<file path="src/logic/cmp_rx_pkg.sv">
package cmp_rx_pkg;

	// --------------------
	// Word and frame sizes
	localparam int word_w      = 16;  // One decoded transceiver word
	localparam int flag_w      = 2;   // Per-byte flag pairs from the decoder
	localparam int frame_words = 4;   // K word plus three data words
	localparam int payload_w   = 48;  // Three data words side by side

	// --------------------
	// Code values
	localparam logic [flag_w-1:0] isk_kword = 2'b01;  // Comma in the low byte only
	localparam logic [flag_w-1:0] isk_data  = 2'b00;  // Plain data word

	localparam logic [7:0] k_comma_lt = 8'hFC;  // K28.7 marks the latency trigger

	// Bits 4 to 1 of the K byte
	// 1C,3C,5C,7C,9C,BC,DC,FC all carry this, so the K byte can code 3 extra bits
	localparam logic [3:0] eof_code = 4'hE;

	// --------------------
	// Link monitor
	localparam int good_frames_needed = 16;  // Clean frames in a row before link good
	localparam int good_count_w       = $clog2(good_frames_needed);

	localparam int               err_count_w    = 8;
	localparam logic [7:0]       err_count_stop = 8'hE0;  // Loss counter parks here

	localparam int               code_count_w    = 16;
	localparam logic [15:0]      code_count_stop = 16'hFFFE;  // Code-error counters park here

	// Two readings of one transceiver word
	typedef struct packed {
		logic [7:0] payload;  // Spare data byte of the K word
		logic [7:0] kbyte;    // Comma or EOF code
	} k_view_t;

	typedef union packed {
		logic [word_w-1:0] raw;  // Data words
		k_view_t           k;    // First word of a frame
	} frame_word_u;

endpackage

</file>
<file path="src/logic/cmp_rx_phase.sv">
`timescale 1ns/1ns

module cmp_rx_phase import cmp_rx_pkg::*; (
	input  logic                   CMP_RX_CLK160,
	input  logic                   cmp_rx_resetdone,
	input  logic                   rx_sync_done,     // Phase alignment finished
	input  logic                   ttc_resync,       // Clears the link status
	input  logic [flag_w-1:0]      rx_isk,
	output logic                   rx_rst_done,
	output logic                   frame_clr,
	output logic [frame_words-1:0] frame_phase       // Bit n high while word n is on rx_data
);

	logic rst_done_r;   // First retiming stage
	logic rst_done_r2;  // Synchronised reset-done
	logic k_seen;

	// --------------------
	// Reset-done retiming
	always_ff @(posedge CMP_RX_CLK160 or negedge cmp_rx_resetdone) begin
		if (!cmp_rx_resetdone) begin
			rst_done_r  <= 1'b0;
			rst_done_r2 <= 1'b0;
		end else begin
			rst_done_r  <= 1'b1;
			rst_done_r2 <= rst_done_r;
		end
	end

	assign rx_rst_done = rst_done_r;

	// One clear for every downstream block
	assign frame_clr = !rst_done_r2 || !rx_sync_done || ttc_resync;

	// --------------------
	// Frame phase
	assign k_seen = (rx_isk == isk_kword);  // Comma in the low byte opens a frame

	// K word at t gives bit 1 at t+1, then 2, 3 and 0
	// A second K word while one frame runs puts a second bit in flight
	always_ff @(posedge CMP_RX_CLK160 or negedge cmp_rx_resetdone) begin
		if (!cmp_rx_resetdone) begin
			frame_phase <= '0;
		end else if (frame_clr) begin
			frame_phase <= '0;
		end else begin
			frame_phase <= {frame_phase[frame_words-2:1], k_seen,
			                frame_phase[frame_words-1]};
		end
	end

endmodule

</file>
<file path="src/logic/cmp_rx_frame.sv">
`timescale 1ns/1ns

module cmp_rx_frame import cmp_rx_pkg::*; (
	input  logic                   CMP_RX_CLK160,
	input  logic                   cmp_rx_resetdone,
	input  logic                   frame_clr,
	input  logic [frame_words-1:0] frame_phase,
	input  frame_word_u            rx_data,
	input  logic [flag_w-1:0]      rx_isk,
	input  logic [flag_w-1:0]      rx_notintable,
	input  logic                   rx_lossofsync,
	output logic [payload_w-1:0]   rcv_data,      // {word 3, word 2, word 1}
	output logic [word_w-1:0]      rcv_kchar,     // K word that opened the frame
	output logic [3:1]             nonzero_word,  // Index is the data word number
	output logic                   ltncy_trig,
	output logic                   frame_done,    // One cycle per finished frame
	output logic                   frame_ok
);

	logic              k_arrive;
	logic              word_clean;    // Decoder in sync and symbol in table
	logic              k_word_ok;
	logic              data_word_ok;
	logic              last_word;

	logic [word_w-1:0] k_hold;        // K word of the youngest frame
	logic [word_w-1:0] w1_hold;
	logic [word_w-1:0] w2_hold;

	logic              k_ok;
	logic              lt_hold;
	logic              w1_ok;
	logic              w2_ok;

	// --------------------
	// Per-word checks
	assign k_arrive   = (rx_isk == isk_kword);
	assign word_clean = !rx_lossofsync && (rx_notintable == '0);

	// K flags already match when k_arrive is set
	assign k_word_ok    = word_clean && (rx_data.k.kbyte[4:1] == eof_code);
	assign data_word_ok = word_clean && (rx_isk == isk_data);  // No K bits inside the data

	assign last_word = frame_phase[frame_words-1];  // Word 3 on the bus

	// --------------------
	// Word capture
	always_ff @(posedge CMP_RX_CLK160) begin
		if (k_arrive) begin
			k_hold <= rx_data.raw;  // Taken on arrival, latest K word wins
		end
		if (frame_phase[1]) begin
			w1_hold <= rx_data.raw;
		end
		if (frame_phase[2]) begin
			w2_hold <= rx_data.raw;
		end
	end

	// Check results of the words held so far
	always_ff @(posedge CMP_RX_CLK160 or negedge cmp_rx_resetdone) begin
		if (!cmp_rx_resetdone) begin
			k_ok    <= 1'b0;
			lt_hold <= 1'b0;
			w1_ok   <= 1'b0;
			w2_ok   <= 1'b0;
		end else if (frame_clr) begin
			k_ok    <= 1'b0;
			lt_hold <= 1'b0;
			w1_ok   <= 1'b0;
			w2_ok   <= 1'b0;
		end else begin
			if (k_arrive) begin
				k_ok    <= k_word_ok;
				lt_hold <= (rx_data.k.kbyte == k_comma_lt);
			end
			if (frame_phase[1]) w1_ok <= data_word_ok;
			if (frame_phase[2]) w2_ok <= data_word_ok;
		end
	end

	// --------------------
	// Frame output at t+4, zero in every other cycle
	always_ff @(posedge CMP_RX_CLK160 or negedge cmp_rx_resetdone) begin
		if (!cmp_rx_resetdone) begin
			rcv_data     <= '0;
			rcv_kchar    <= '0;
			nonzero_word <= '0;
			ltncy_trig   <= 1'b0;
			frame_done   <= 1'b0;
			frame_ok     <= 1'b0;
		end else if (frame_clr || !last_word) begin
			rcv_data     <= '0;
			rcv_kchar    <= '0;
			nonzero_word <= '0;
			ltncy_trig   <= 1'b0;
			frame_done   <= 1'b0;
			frame_ok     <= 1'b0;
		end else begin
			rcv_data     <= {rx_data.raw, w2_hold, w1_hold};  // Third word straight from the bus
			rcv_kchar    <= k_hold;
			nonzero_word <= {|rx_data.raw, |w2_hold, |w1_hold};
			ltncy_trig   <= lt_hold;
			frame_done   <= 1'b1;
			frame_ok     <= k_ok && w1_ok && w2_ok && data_word_ok;
		end
	end

endmodule

</file>
<file path="src/logic/cmp_rx_link_mon.sv">
`timescale 1ns/1ns

module cmp_rx_link_mon import cmp_rx_pkg::*; (
	input  logic                    CMP_RX_CLK160,
	input  logic                    cmp_rx_resetdone,
	input  logic                    frame_clr,
	input  logic [frame_words-1:0]  frame_phase,
	input  logic                    frame_done,
	input  logic                    frame_ok,
	input  logic                    force_error,       // Asynchronous error injection
	input  logic [flag_w-1:0]       rx_notintable,
	input  logic [flag_w-1:0]       rx_disperr,
	output logic                    link_good,
	output logic                    link_had_err,
	output logic                    link_bad,
	output logic [err_count_w-1:0]  err_count,         // Times the link was lost
	output logic [code_count_w-1:0] notintable_count,
	output logic [code_count_w-1:0] disperr_count
);

	logic [good_count_w-1:0] good_count;
	logic                    no_streak;      // No good frame since the last break
	logic                    went_down_seen; // Sticky
	logic                    eof_pend;       // Previous cycle was t+4 of some frame
	logic [1:0]              force_sr;

	logic                    frame_bad;
	logic                    missing_k;
	logic                    streak_break;
	logic                    link_went_down;
	logic                    err_inj;
	logic                    in_frame;

	// Saturating step shared by both code-error counters
	function automatic logic [code_count_w-1:0] code_step(
		input logic [code_count_w-1:0] count,
		input logic                    hit
	);
		logic [code_count_w-1:0] next;
		next = count;
		if (hit && (count != code_count_stop)) next = count + 1'b1;
		return next;
	endfunction

	// --------------------
	// Frame checks
	assign frame_bad = frame_done && !frame_ok;

	// No K word at t+4 means no bit 1 at t+5
	assign missing_k = eof_pend && !frame_phase[1];

	assign streak_break   = frame_bad || missing_k;
	assign link_went_down = link_good && streak_break;

	assign link_had_err = went_down_seen || no_streak;
	assign link_bad     = err_count[err_count_w-1];

	// Rising edge of the retimed request
	assign err_inj  = force_sr[0] && !force_sr[1];
	assign in_frame = |frame_phase;

	// --------------------
	// Good-frame streak and link status
	always_ff @(posedge CMP_RX_CLK160 or negedge cmp_rx_resetdone) begin
		if (!cmp_rx_resetdone) begin
			eof_pend       <= 1'b0;
			good_count     <= '0;
			no_streak      <= 1'b1;  // Never alive yet
			link_good      <= 1'b0;
			went_down_seen <= 1'b0;
		end else if (frame_clr) begin
			eof_pend       <= 1'b0;
			good_count     <= '0;
			no_streak      <= 1'b1;
			link_good      <= 1'b0;
			went_down_seen <= 1'b0;
		end else begin
			eof_pend <= frame_phase[0];
			if (streak_break) begin
				good_count <= '0;
				no_streak  <= 1'b1;
				link_good  <= 1'b0;
			end else if (frame_done) begin  // Good frame here
				no_streak <= 1'b0;
				if (!link_good) begin
					if (good_count == good_count_w'(good_frames_needed - 1)) begin
						link_good <= 1'b1;  // 16th clean frame
					end else begin
						good_count <= good_count + 1'b1;
					end
				end
			end
			if (link_went_down) went_down_seen <= 1'b1;
		end
	end

	// --------------------
	// Loss counter with injection
	always_ff @(posedge CMP_RX_CLK160 or negedge cmp_rx_resetdone) begin
		if (!cmp_rx_resetdone) begin
			force_sr  <= '0;
			err_count <= '0;
		end else begin
			force_sr <= {force_sr[0], force_error};  // Keeps running through a clear
			if (frame_clr) begin
				err_count <= '0;
			end else if ((link_went_down || err_inj) && (err_count != err_count_stop)) begin
				err_count <= err_count + 1'b1;  // Both in one cycle count once
			end
		end
	end

	// Code errors, one count per flagged word
	always_ff @(posedge CMP_RX_CLK160 or negedge cmp_rx_resetdone) begin
		if (!cmp_rx_resetdone) begin
			notintable_count <= '0;
			disperr_count    <= '0;
		end else if (frame_clr) begin
			notintable_count <= '0;
			disperr_count    <= '0;
		end else if (in_frame) begin
			notintable_count <= code_step(notintable_count, |rx_notintable);
			disperr_count    <= code_step(disperr_count, |rx_disperr);
		end
	end

endmodule

</file>
<file path="src/logic/cmp_fiber_rx.sv">
`timescale 1ns/1ns

module cmp_fiber_rx import cmp_rx_pkg::*; (
	input  logic                    CMP_RX_CLK160,
	input  logic                    cmp_rx_resetdone,
	input  logic                    rx_sync_done,
	input  logic                    ttc_resync,
	input  logic                    force_error,
	input  frame_word_u             rx_data,
	input  logic [flag_w-1:0]       rx_isk,
	input  logic [flag_w-1:0]       rx_notintable,
	input  logic [flag_w-1:0]       rx_disperr,
	input  logic                    rx_lossofsync,
	output logic                    rx_rst_done,
	output logic                    frame_clr,
	output logic [frame_words-1:0]  frame_phase,
	output logic [payload_w-1:0]    rcv_data,
	output logic [word_w-1:0]       rcv_kchar,
	output logic [3:1]              nonzero_word,
	output logic                    ltncy_trig,
	output logic                    frame_done,
	output logic                    frame_ok,
	output logic                    link_good,
	output logic                    link_had_err,
	output logic                    link_bad,
	output logic [err_count_w-1:0]  err_count,
	output logic [code_count_w-1:0] notintable_count,
	output logic [code_count_w-1:0] disperr_count
);

	// --------------------
	// Reset-done, clear and frame phase
	cmp_rx_phase u_phase (
		.CMP_RX_CLK160    (CMP_RX_CLK160),
		.cmp_rx_resetdone (cmp_rx_resetdone),
		.rx_sync_done     (rx_sync_done),
		.ttc_resync       (ttc_resync),
		.rx_isk           (rx_isk),
		.rx_rst_done      (rx_rst_done),
		.frame_clr        (frame_clr),
		.frame_phase      (frame_phase)
	);

	// Payload assembly
	cmp_rx_frame u_frame (
		.CMP_RX_CLK160    (CMP_RX_CLK160),
		.cmp_rx_resetdone (cmp_rx_resetdone),
		.frame_clr        (frame_clr),
		.frame_phase      (frame_phase),
		.rx_data          (rx_data),
		.rx_isk           (rx_isk),
		.rx_notintable    (rx_notintable),
		.rx_lossofsync    (rx_lossofsync),
		.rcv_data         (rcv_data),
		.rcv_kchar        (rcv_kchar),
		.nonzero_word     (nonzero_word),
		.ltncy_trig       (ltncy_trig),
		.frame_done       (frame_done),
		.frame_ok         (frame_ok)
	);

	// Link health and code-error counts
	cmp_rx_link_mon u_link_mon (
		.CMP_RX_CLK160    (CMP_RX_CLK160),
		.cmp_rx_resetdone (cmp_rx_resetdone),
		.frame_clr        (frame_clr),
		.frame_phase      (frame_phase),
		.frame_done       (frame_done),
		.frame_ok         (frame_ok),
		.force_error      (force_error),
		.rx_notintable    (rx_notintable),
		.rx_disperr       (rx_disperr),
		.link_good        (link_good),
		.link_had_err     (link_had_err),
		.link_bad         (link_bad),
		.err_count        (err_count),
		.notintable_count (notintable_count),
		.disperr_count    (disperr_count)
	);

endmodule

</file>
<file path="config.mk">
export PLATFORM = sky130hd
export DESIGN_NAME = cmp_fiber_rx
export DESIGN_NICKNAME = d
export VERILOG_FILES = /design/src/logic/cmp_rx_pkg.sv /design/src/logic/cmp_rx_phase.sv /design/src/logic/cmp_rx_frame.sv /design/src/logic/cmp_rx_link_mon.sv /design/src/logic/cmp_fiber_rx.sv
export SDC_FILE = /design/constraint.sdc
export NUM_CORES = 1
export LEC_CHECK = 0
export ABC_AREA = 1
export BUFFER_PORTS_ARGS = -buffer_cell sky130_fd_sc_hd__clkbuf_2
export CAP_MARGIN = 40
export CORE_ASPECT_RATIO = 1.1
export CORE_MARGIN = 2
export CORE_UTILIZATION = 35
export DETAILED_ROUTE_END_ITERATION = 6
export PLACE_DENSITY = 0.62
export SYNTH_ARGS = -nofsm -noshare
export SYNTH_HDL_FRONTEND = slang
export SYNTH_SLANG_ARGS = --single-unit
</file>
<file path="constraint.sdc">
create_clock -name CMP_RX_CLK160 -period 2.3 [get_ports CMP_RX_CLK160]
set_input_delay 0.115 -clock CMP_RX_CLK160 [delete_from_list [all_inputs] [get_ports CMP_RX_CLK160]]
set_output_delay 0.115 -clock CMP_RX_CLK160 [all_outputs]
set_load 0.02 [all_outputs]
</file>
==> results of run 1 <==
## state kept, by name, summed over array words and instances (netlist names), 2 cells and up
signal and flops:
u_frame.w1_hold 16, u_link_mon.err_count 8, u_link_mon.notintable_count 16, u_link_mon.good_count 4, u_frame.rcv_data 48, u_frame.k_hold 16
u_phase.frame_phase 4, u_link_mon.force_sr 2, u_link_mon.disperr_count 16, u_frame.w2_hold 16, u_frame.nonzero_word 3, u_frame.rcv_kchar 16
## critical path, stage by stage, from the launching register on
cell and delay [ns]:
dfrtp_1 0.32, nand2_1 0.11, nor2_8 0.30, inv_2 0.27, clkbuf_2 0.23
## cells by family after synthesis
| kind of cell | share of synthesized area, % |
|---|---|
| adder cells (fa/ha/maj) | 1.19 |
| XOR/XNOR | 1.19 |
| buffers and inverters | 7.18 |
| AND/OR/NAND/NOR | 23.8 |
| flip-flops | 63.4 |
| AO/OA/AOI/OAI | 3.17 |
| other | 0.0509 |
## area by class of cell
class                           count  area, sq um  area share [%]
Sequential cell                   177         4670            50.5
Multi-Input combinational cell    467         2170            23.5
Timing Repair Buffer              178         1050            11.4
Clock buffer                       20          489            5.29
Inverter                          115          432            4.67
Tap cell                          256          320            3.46
Clock inverter                     12          110            1.19
## through the flow
step | setup WS [ns] | std cells | hold WS (ns)
finish | 0.516 | 1225 | 0.0344
floorplan | 0.534 | 777 | -0.181
CTS | 0.482 | 1225 | 0.0135
global route | 0.380 | 1225 | 0.0548
detailed placement | 0.586 | 1174 | 0.158
global placement | 0.613 | 1174 | 0.148
## metal layers
metal | GRT usage [%] | vias to the layer above
met5 | 0 | -
met4 | 4.38 | 0
met3 | 3.25 | 10
met2 | 26.9 | 133
met1 | 20.8 | 2591
li1 | - | 2789
## how the worst max path moves through the flow
stage | startpoint | end | slack [ns] | cells after the start
after global placement | u_link_mon.notintable_count[1]$_DFFE_PN0P_ | u_link_mon.notintable_count[14]$_DFFE_PN0P_ | 0.61 | 9
after detailed placement | u_phase.rst_done_r2$_DFF_PN0_ | u_link_mon.good_count[1]$_DFFE_PN0P_ | 0.59 | 6
final | u_phase.rst_done_r2$_DFF_PN0_ | frame_clr | 0.52 | 4
after floorplan | u_phase.frame_phase[1]$_DFF_PN0_ | u_link_mon.disperr_count[3]$_DFFE_PN0P_ | 0.53 | 6
after CTS | u_phase.rst_done_r2$_DFF_PN0_ | frame_clr | 0.48 | 4
after global routing | u_link_mon.notintable_count[1]$_DFFE_PN0P_ | u_link_mon.notintable_count[14]$_DFFE_PN0P_ | 0.38 | 9
## cell usage in the layout, fill, tap and decap left out, drive strengths merged, types with 3 or more instances in the layout
master / count
xor2: 8
nor3: 14
nand3: 45
o21ai: 22
nand2: 187
inv: 122
dlygate4sd3: 19
nor2: 144
nand4: 10
clkbuf: 165
a21oi: 10
a31oi: 3
clkinv: 3
edfxtp: 48
dfrtp: 128
nor4: 6
ha: 7
buf: 14
## report_power, final
group	total, mW	internal (mW)	switching (mW)
sequential	3.28	3.26	0.0130
clock	2.85	1.58	1.27
combinational	0.241	0.0746	0.166
total	6.36	4.92	1.44
==> summary.md, run 1 <==
| Metric | Value |
|---|---|
| Outcome | complete, no violations |
| Seq/Total Area, Yosys | 63.4% |
| Area after DPL | 8460 sq um |
| Grt ovf | 0 |
| Die area | 22200 sq um |
| Worst path arrival time | 1.67 ns |
| Die W | approximately 140 um |
| Die height | between 150 and 200 um |
| HP Class | input pin to flop |
| Worst Reg2Reg Path Length in Cells | 9 |
| Final Max Tran Viols | 0 |
| Cells after synthesis | 777 |
| Final WL | between 15000 and 20000 um |
| Met1 Wirelength | 7870 um |
| Vias in the first global route | 5327 |
| R2r setup slk | 0.59 ns |
| Layout net count | about 990 |
| TritonCTS clock tree | yes |
| CP Capture Type | output pin |
| Yosys warning total | 0 |
| Synthesized Nets | 812 |
| Post-synth EDFFs | 48 |
| Mapped Avg Cell Area | 9.48 sq um |
| Max Clk Rate | 0.561 GHz |
| First-pass iteration count of the detailed router | 4 |
| DR vias | 5523 |
| Antenna cells | 0 |
| Slew @ Worst Pin | approximately 0.62 ns |
| Clock latency on the worst-skew pair | 0.41 ns |
| Dpl hpwl | 12200 um |
| Setup_tns | 0 ns |
| Mapped cell area | 7370 sq um |
| WL/cell | ~14 um |
| Fraction of layout cells with a size suffix above 1 | 22.0% |
| Clk_skew | slightly below 0.01 ns |
| Post-CTS Hold Fix Bufs | 19 |
| Routed wl met3 | approximately 750 um |
| DRC violations left | 0 |
| Root buffer cell | clkbuf_16 |
| Top cell type's share of synthesized area | between 40 and 50% |
| Synth unique cells | 34 |
| Post-route ant nets | 0 |
| Power, Total | 6.36 mW |
| Crit path max fanout | 20 |
| First-pass GRT wire length | approximately 28000 um |
| Seq cells post-synth | 177 |
| Core area | between 20000 and 25000 sq um |
| H-tree depth | 4 |
| Final Util | roughly 45% |
| Clk pin slew, worst setup/hold paths | 0.07 ns |
| Hold Crit Endpoint | u_frame.frame_ok$_DFF_PN0_ |
| Initial Util | between 30% and 40% |
| FF-to-FF End | u_link_mon.notintable_count[14]$_DFFE_PN0P_ |
| Final setup violation count | 0 |
| HP Start | rx_isk[1] |
| Clock Tree Buf Depth | 2 |
| Synth cell count leaders | 177 x nand2_1, 141 x nor2_1, 128 x dfrtp_1 |
| Met2 routed WL | between 8000 and 9000 um |
| Resized cells post-CTS | 0 |
| RSZ-0062 raised after global routing | no |
| Antenna violations before repair | 0 |
| Top_reg_cell synth | dfrtp_1 |
| Post-route cell area | 9250 sq um |
| Hold Path Stages | 4 |
| GPL Wtd Cong | 0.827 |
| Worst rel slew slack | 58.9% |
| CTS Buf Count | 17 |
| Power per cell area | approximately 690 nW/um^2 |
| Max cap viols | 0 |
| Leak | 4.75 nW |
| VDD IR max | 493 uV |
| GRT Overall Usage | 15.9% |
| Final Cycle Share | 77.6% |
| Total setup buffers inserted after CTS | 0 |
| Most common cell in the netlist | nand2_1 |
| Via-per-instance ratio | between 4 and 5 |
| Final Hold Vio Count | 0 |
| Yosys top cell by area | dfrtp_1 |
| Async SR Flop Fraction | around 73% |
| DR iter-0 viols | 274 |
| Tmin final | roughly 1.8 ns |
| Worst r2r src | u_link_mon.notintable_count[1]$_DFFE_PN0P_ |
| Highest Signal Layer | met4 |
| Filler cell count | 2001 |
| CTS sink cnt | 177 |
| Largest net degree at the start of global routing | 62 |
| Crit Path Class | flop to output pin |
| Synth top area cells | dfrtp_1 43%, edfxtp_1 20%, nand2_1 9.0% |
| Num ports | 147 |
| Cell row count | 55 |
| WP data required | approximately 2.2 ns |
| Syn-to-layout area delta | 25.5% |
| Critical path launch point type | flop |
| Input/output buffers | approximately 150 |
Note: power is estimated with default switching activity, not from simulation.
==> run 2, diff against run 1 <==
==> constraint.sdc (replaced) <==
create_clock -name CMP_RX_CLK160 -period 1.79 [get_ports CMP_RX_CLK160]
set_input_delay 0.0895 -clock CMP_RX_CLK160 [delete_from_list [all_inputs] [get_ports CMP_RX_CLK160]]
set_output_delay 0.0895 -clock CMP_RX_CLK160 [all_outputs]
set_load 0.02 [all_outputs]
==> summary.md, run 2 (same netlist as run 1, synthesis figures left out) <==
| Metric | Value |
|---|---|
| CP dominant cell by count | nand2_1 |
| Commonest non-fill, non-tap cells in the layout | 176 x nand2_1, 145 x clkbuf_2, 140 x nor2_1, 126 x dfrtp_1, 114 x inv_1 (was 176 x nand2_1, 145 x clkbuf_2, 140 x nor2_1, 128 x dfrtp_1, 114 x inv_1) |
| Layout net count | 1002 (was 991) |
| Num ports | 147 (unchanged) |
| CP Capture Type | flop (was output pin) |
| Placed Instances | 1184 (was 1174) |
| Crit Path Class | flop to flop (was flop to output pin) |
| Max stage delay on crit path | 0.44 ns (was 0.32 ns) |
| Post-route insts no fill | 1236 (was 1225) |
| Max cap viols | 0 (unchanged) |
| Filler cell count | 2008 (was 2001) |
| Post-route ant nets | 0 (unchanged) |
| Cell row count | 55 (unchanged) |
| Syn-to-layout area delta | 26.6% (was 25.5%) |
| Largest net degree at the start of global routing | 53 (was 62) |
| Clock Tree Buf Depth | 2 (unchanged) |
| CTS Buf Count | 17 (unchanged) |
| Worst path depth | 9 (was 4) |
| Root buffer cell | clkbuf_16 (unchanged) |
| H-tree depth | 4 (unchanged) |
| Grt ovf | 0 (unchanged) |
| Final Max Tran Viols | 0 (unchanged) |
| Worst rel slew slack | 64.3% (was 58.9%) |
| Post-place setup slack | 0.120 ns (was 0.586 ns) |
| Most flops, register | u_frame.rcv_data (unchanged) |
| Final WS setup | 0.174 ns (was 0.516 ns) |
| Top delay family on crit path | simple AND/OR/NAND/NOR gates (was buffers and inverters) |
| Final setup violation count | 0 (unchanged) |
| Crit path max fanout | 6 (was 20) |
| Die height | 156 um (unchanged) |
| Final WL | 16700 um (was 16900 um) |
| WL/cell | 13.5 um (was 13.8 um) |
| Slew @ Worst Pin | 0.533 ns (was 0.617 ns) |
| Initial Util | 35.7% (unchanged) |
| Dpl hpwl | 12000 um (was 12200 um) |
| CP Capture Point | u_link_mon.disperr_count[10]$_DFFE_PN0P_ (was frame_clr) |
| Antenna cells | 0 (unchanged) |
| Via-per-instance ratio | 4.48 (was 4.51) |
| Max Clk Rate | 0.619 GHz |
| Final Cycle Share | about nine tenths |
| Input/output buffers | 146 (unchanged) |
| Tmin final | 1.62 ns |
| DR iter-0 viols | 216 (was 274) |
| GPL Wtd Cong | 0.872 (was 0.827) |
| Hold Path Stages | 4 (unchanged) |
| HP Class | input pin to flop (unchanged) |
| Worst Reg2Reg Path Length in Cells | 9 (unchanged) |
| Crit-path cells | ha_1 -> nand3_1 -> nor2_1 -> nand2_1 -> nand2_1 -> nand2_1 -> nor2_1 -> nand3_1 -> nand2_1 (was nand2_1 -> nor2_8 -> inv_2 -> clkbuf_2) |
| GRT Overall Usage | 15.6% (was 15.9%) |
| FF-to-FF End | u_link_mon.disperr_count[10]$_DFFE_PN0P_ (was u_link_mon.notintable_count[14]$_DFFE_PN0P_) |
| Worst r2r src | u_link_mon.disperr_count[1]$_DFFE_PN0P_ (was u_link_mon.notintable_count[1]$_DFFE_PN0P_) |
| First-pass GRT wire length | 26800 um (was 27600 um) |
| Setup_tns | 0 ns (unchanged) |
| CP Launch Point | u_link_mon.disperr_count[1]$_DFFE_PN0P_ (was u_phase.rst_done_r2$_DFF_PN0_) |
| R2r setup slk | 0.17 ns (was 0.59 ns) |
| First-pass iteration count of the detailed router | 4 (unchanged) |
| Clock latency on the worst-skew pair | 0.42 ns (was 0.41 ns) |
| Worst path arrival time | 1.98 ns (was 1.67 ns) |
| CTS sink cnt | 177 (unchanged) |
| Fraction of layout cells with a size suffix above 1 | 22.7% (was 22.0%) |
| DRC violations left | 0 (unchanged) |
| DR vias | 5538 (was 5523) |
| Final Util | 45.2% (was 44.8%) |
| Clk_skew | 0.0133 ns (was 0.00994 ns) |
| RSZ-0062 raised after global routing | no (unchanged) |
| Clk pin slew, worst setup/hold paths | 0.07 ns (about the same) |
| Die area | 22200 sq um (unchanged) |
| VDD IR max | 625 uV (was 493 uV) |
| Slowest cell on the critical path | dfrtp_1 (unchanged) |
| Power per cell area | 871 nW/um^2 (was 688 nW/um^2) |
| Leak | 4.80 nW (was 4.75 nW) |
| Max reg flops | 48 (unchanged) |
| Core area | 20600 sq um (unchanged) |
| Final Hold Vio Count | 0 (unchanged) |
| Critical path launch point type | flop (unchanged) |
| WP data required | 2.15 ns (was 2.18 ns) |
| TritonCTS clock tree | yes (unchanged) |
| Most common cell after layout, fill and taps aside | nand2_1 (unchanged) |
| WP buf/inv | 0 (was 2) |
| Antenna violations before repair | 0 (unchanged) |
| Die W | 142 um (unchanged) |
| Vias in the first global route | 5194 (was 5327) |
| Outcome | complete, no violations (unchanged) |
[run 2: changes by cell type in the layout (fill, tap and decap cells not counted), sizes merged, moves of 2 or more]
cell	delta
buf	+10
inv	-4
clkbuf	+2
clkinv	+2
[run 2: per-layer routing]
layer / track usage, % / up-vias / part of all wire (%)
li1: - / 2801 / -
met1: 20.0 / 2586 / 46
met2: 26.2 / 139 / 49
met3: 3.53 / 12 / 4.6
met4: 5.09 / 0 / 0.85
met5: 0 / - / 0
[run 2: worst register-to-register path: stages (launching register included)]
cell     delay (ns)
dfrtp_1        0.44
ha_1           0.23
nand3_1        0.11
nor2_1         0.26
nand2_1        0.11
nand2_1        0.08
nand2_1        0.04
nor2_1         0.11
nand3_1        0.09
nand2_1        0.09
[run 2: layout make-up]
type | instances | area, sq um | area share, %
sequential | 177 | 4670 | 50.1
multi-input combinational | 467 | 2190 | 23.5
timing repair buffer | 189 | 1130 | 12.2
clock buffer | 22 | 475 | 5.10
inverter | 115 | 432 | 4.63
tap | 256 | 320 | 3.43
clock inverter | 10 | 100 | 1.07
[run 2: timing repair]
| item | CTS | global route |
|---|---|---|
| hold endpoints to repair | 113 | 0 |
| endpoints found under the setup margin | 0 | 20 |
| gates resized for setup | 0 | 4 |
| hold buffers | 20 | 0 |
| buffers inserted | 0 | 0 |
[run 2: per-stage QoR]
step                      hold WS [ns]  area [sq um]  total power, mW
after floorplan                 -0.206          7370             4.40
after global placement          0.0844          8530             4.58
after detailed placement        0.0893          8530             4.58
after CTS                      0.00202          9310             8.23
after global routing            0.0384          9330             8.44
final                           0.0266          9330             8.13
[run 2: power by group]
group	switching [mW]	internal [mW]
clock	1.54	2.05
sequential	0.0167	4.19
combinational	0.217	0.105
total	1.77	6.35
[run 2: how the worst min path moves through the flow]
stage,startpoint,endpoint,slack (ns)
detailed placement,cmp_rx_resetdone,u_link_mon.notintable_count[10]$_DFFE_PN0P_,0.09
CTS,rx_lossofsync,u_frame.frame_ok$_DFF_PN0_,0.002
floorplan,cmp_rx_resetdone,u_frame.frame_ok$_DFF_PN0_,-0.21
finish,rx_lossofsync,u_frame.frame_ok$_DFF_PN0_,0.03
global route,rx_lossofsync,u_frame.frame_ok$_DFF_PN0_,0.04
global placement,cmp_rx_resetdone,u_link_mon.notintable_count[10]$_DFFE_PN0P_,0.08
==> run 3, diff against run 2 <==
--- a/config.mk
+++ b/config.mk
@@ -13,6 +13,7 @@
 export CORE_UTILIZATION = 35
 export DETAILED_ROUTE_END_ITERATION = 6
 export PLACE_DENSITY = 0.62
+export REMOVE_ABC_BUFFERS = 1
 export SYNTH_ARGS = -nofsm -noshare
 export SYNTH_HDL_FRONTEND = slang
 export SYNTH_SLANG_ARGS = --single-unit
==> summary.md, run 3 (same netlist as run 1, synthesis figures left out) <==
| Metric | Value |
|---|---|
| Post-place setup slack | 0.111 ns (was 0.120 ns) |
| Layout net count | 1007 (was 1002) |
| Power per cell area | 878 nW/um^2 (was 871 nW/um^2) |
| Total setup buffers inserted after CTS | 0 (unchanged) |
| Worst path arrival time | 1.54 ns (was 1.98 ns) |
| Cell row count | 55 (unchanged) |
| RSZ-0062 raised after global routing | no (unchanged) |
| Final Max Tran Viols | 0 (unchanged) |
| Leak | 4.84 nW (was 4.80 nW) |
| Critical path launch point type | flop (unchanged) |
| Most common cell after layout, fill and taps aside | nand2_1 (unchanged) |
| Clock latency on the worst-skew pair | 0.42 ns (about the same) |
| Die W | 142 um (unchanged) |
| Die area | 22200 sq um (unchanged) |
| GRT Overall Usage | 15.7% (was 15.6%) |
| WL/cell | 13.3 um (was 13.5 um) |
| VDD IR max | 612 uV (was 625 uV) |
| Final WL | 16500 um (was 16700 um) |
| Area after DPL | 8600 sq um (was 8530 sq um) |
| Antenna violations before repair | 0 (unchanged) |
| Final setup violation count | 0 (unchanged) |
| Max Clk Rate | 0.613 GHz (was 0.619 GHz) |
| Antenna cells | 0 (unchanged) |
| Final Util | 45.7% (was 45.2%) |
| DR iter-0 viols | 333 (was 216) |
| Core area | 20600 sq um (unchanged) |
| Crit Path Class | flop to output pin (was flop to flop) |
| Max cap viols | 0 (unchanged) |
| Commonest non-fill, non-tap cells in the layout | 176 x nand2_1, 145 x clkbuf_2, 138 x nor2_1, 127 x dfrtp_1, 114 x inv_1 (was 176 x nand2_1, 145 x clkbuf_2, 140 x nor2_1, 126 x dfrtp_1, 114 x inv_1) |
| Grt ovf | 0 (unchanged) |
| Dpl hpwl | 11800 um (was 12000 um) |
| Most flops, register | u_frame.rcv_data (unchanged) |
| Setup_tns | 0 ns (unchanged) |
| CTS Buf Count | 17 (unchanged) |
| Fraction of layout cells with a size suffix above 1 | 23.2% (was 22.7%) |
| Syn-to-layout area delta | 28.0% (was 26.6%) |
| Slew @ Worst Pin | 0.589 ns (was 0.533 ns) |
| Tmin final | 1.63 ns (was 1.62 ns) |
| TritonCTS clock tree | yes (unchanged) |
| Root buffer cell | clkbuf_16 (unchanged) |
| DRC violations left | 0 (unchanged) |
| Via-per-instance ratio | 4.51 (was 4.48) |
| First-pass iteration count of the detailed router | 5 (was 4) |
| Input/output buffers | 146 (unchanged) |
| Clock Tree Buf Depth | 2 (unchanged) |
| First-pass GRT wire length | 27400 um (was 26800 um) |
| Outcome | complete, no violations (unchanged) |
| CTS sink cnt | 177 (unchanged) |
| DR vias | 5594 (was 5538) |
| Initial Util | 35.7% (unchanged) |
| Final WS setup | 0.159 ns (was 0.174 ns) |
| Vias in the first global route | 5374 (was 5194) |
| Clk_skew | 0.0140 ns (was 0.0133 ns) |
| H-tree depth | 4 (unchanged) |
| Die height | 156 um (unchanged) |
| HP Class | input pin to flop (unchanged) |
| Filler cell count | 1972 (was 2008) |
| Worst rel slew slack | 60.7% (was 64.3%) |
| Post-route ant nets | 0 (unchanged) |
| CP Capture Type | output pin (was flop) |
| Num ports | 147 (unchanged) |
| Max reg flops | 48 (unchanged) |
| Post-route cell area | 9430 sq um (was 9330 sq um) |
| Final Hold Vio Count | 0 (unchanged) |
| Largest net degree at the start of global routing | 60 (was 53) |
| Clk pin slew, worst setup/hold paths | 0.08 ns (was 0.07 ns) |
| WP data required | 1.70 ns (was 2.15 ns) |
| Final Cycle Share | 91.1% (was 90.3%) |
| Crit path max fanout | 14 (was 6) |
| GPL Wtd Cong | 0.824 (was 0.872) |
run 3: cell count changes in the layout (fill, tap and decap cells not counted), moves of 2 or more:
cell	previous run	this run
buf_12	2	5
clkbuf_1	3	1
clkinv_4	3	1
inv_6	1	6
nor2_1	140	138
nor2_2	1	3
run 3: final cells by class:
| cell class | count | area (sq um) | area share [%] |
|---|---|---|---|
| clock buffers | 18 | 429 | 4.55 |
| clock inverters | 14 | 169 | 1.79 |
| inverters | 115 | 434 | 4.60 |
| multi-input cells | 467 | 2200 | 23.3 |
| flip-flops and latches | 177 | 4670 | 49.5 |
| well taps | 256 | 320 | 3.40 |
| repair buffers | 194 | 1210 | 12.9 |
run 3: timing repair:
item / in CTS / in global routing
hold endpoints to repair: 119 / 0
hold buffers: 21 / 0
endpoints found under the setup margin: 0 / 18
gates resized for setup: 0 / 7
run 3: worst paths after layout:
kind	startpoint	endpoint	slack [ns]	cells past startpoint
hold / removal	rx_isk[1]	u_frame.w2_ok$_DFFE_PN0P_	0.05	4
hold reg to reg	u_phase.rx_rst_done$_DFF_PN0_	u_phase.rst_done_r2$_DFF_PN0_	0.38	0
setup reg to reg	u_link_mon.disperr_count[0]$_DFFE_PN0P_	u_link_mon.disperr_count[11]$_DFFE_PN0P_	0.16	10
max in group asynchronous	cmp_rx_resetdone	u_link_mon.err_count[3]$_DFFE_PN0P_	0.98	3
min in group asynchronous	cmp_rx_resetdone	u_frame.rcv_kchar[9]$_DFF_PN0_	0.21	2
setup / recovery	u_phase.rst_done_r2$_DFF_PN0_	frame_clr	0.16	5
run 3: metal layers:
layer | global-route usage (%) | vias up | share of wire [%]
met1 | 20.9 | 2624 | 46
met4 | 4.38 | 0 | 0.78
met3 | 3.53 | 10 | 4.3
met5 | 0 | - | 0
li1 | - | 2816 | -
met2 | 26.0 | 144 | 49
run 3: report_power, final:
part	total, mW	switching [mW]	internal (mW)
Combinational	0.321	0.214	0.107
Sequential	4.21	0.0156	4.19
Clock	3.75	1.65	2.11
Total	8.28	1.88	6.41
run 3: critical path: stages, from the launching register on:
cell and delay [ns]:
dfrtp_1 0.36, nand2_1 0.15, nor2_8 0.08, inv_4 0.16, buf_4 0.19, clkbuf_2 0.17
run 3: per-stage QoR:
| step | hold WS [ns] | instances | total power [mW] |
|---|---|---|---|
| 2_1_floorplan | -0.206 | 759 | 4.39 |
| 3_3_place_gp | 0.110 | 1188 | 4.57 |
| 3_5_place_dp | 0.111 | 1188 | 4.58 |
| 4_1_cts | 0.00849 | 1241 | 8.40 |
| 5_1_grt | 0.0696 | 1241 | 8.62 |
| 6_report | 0.0469 | 1241 | 8.28 |
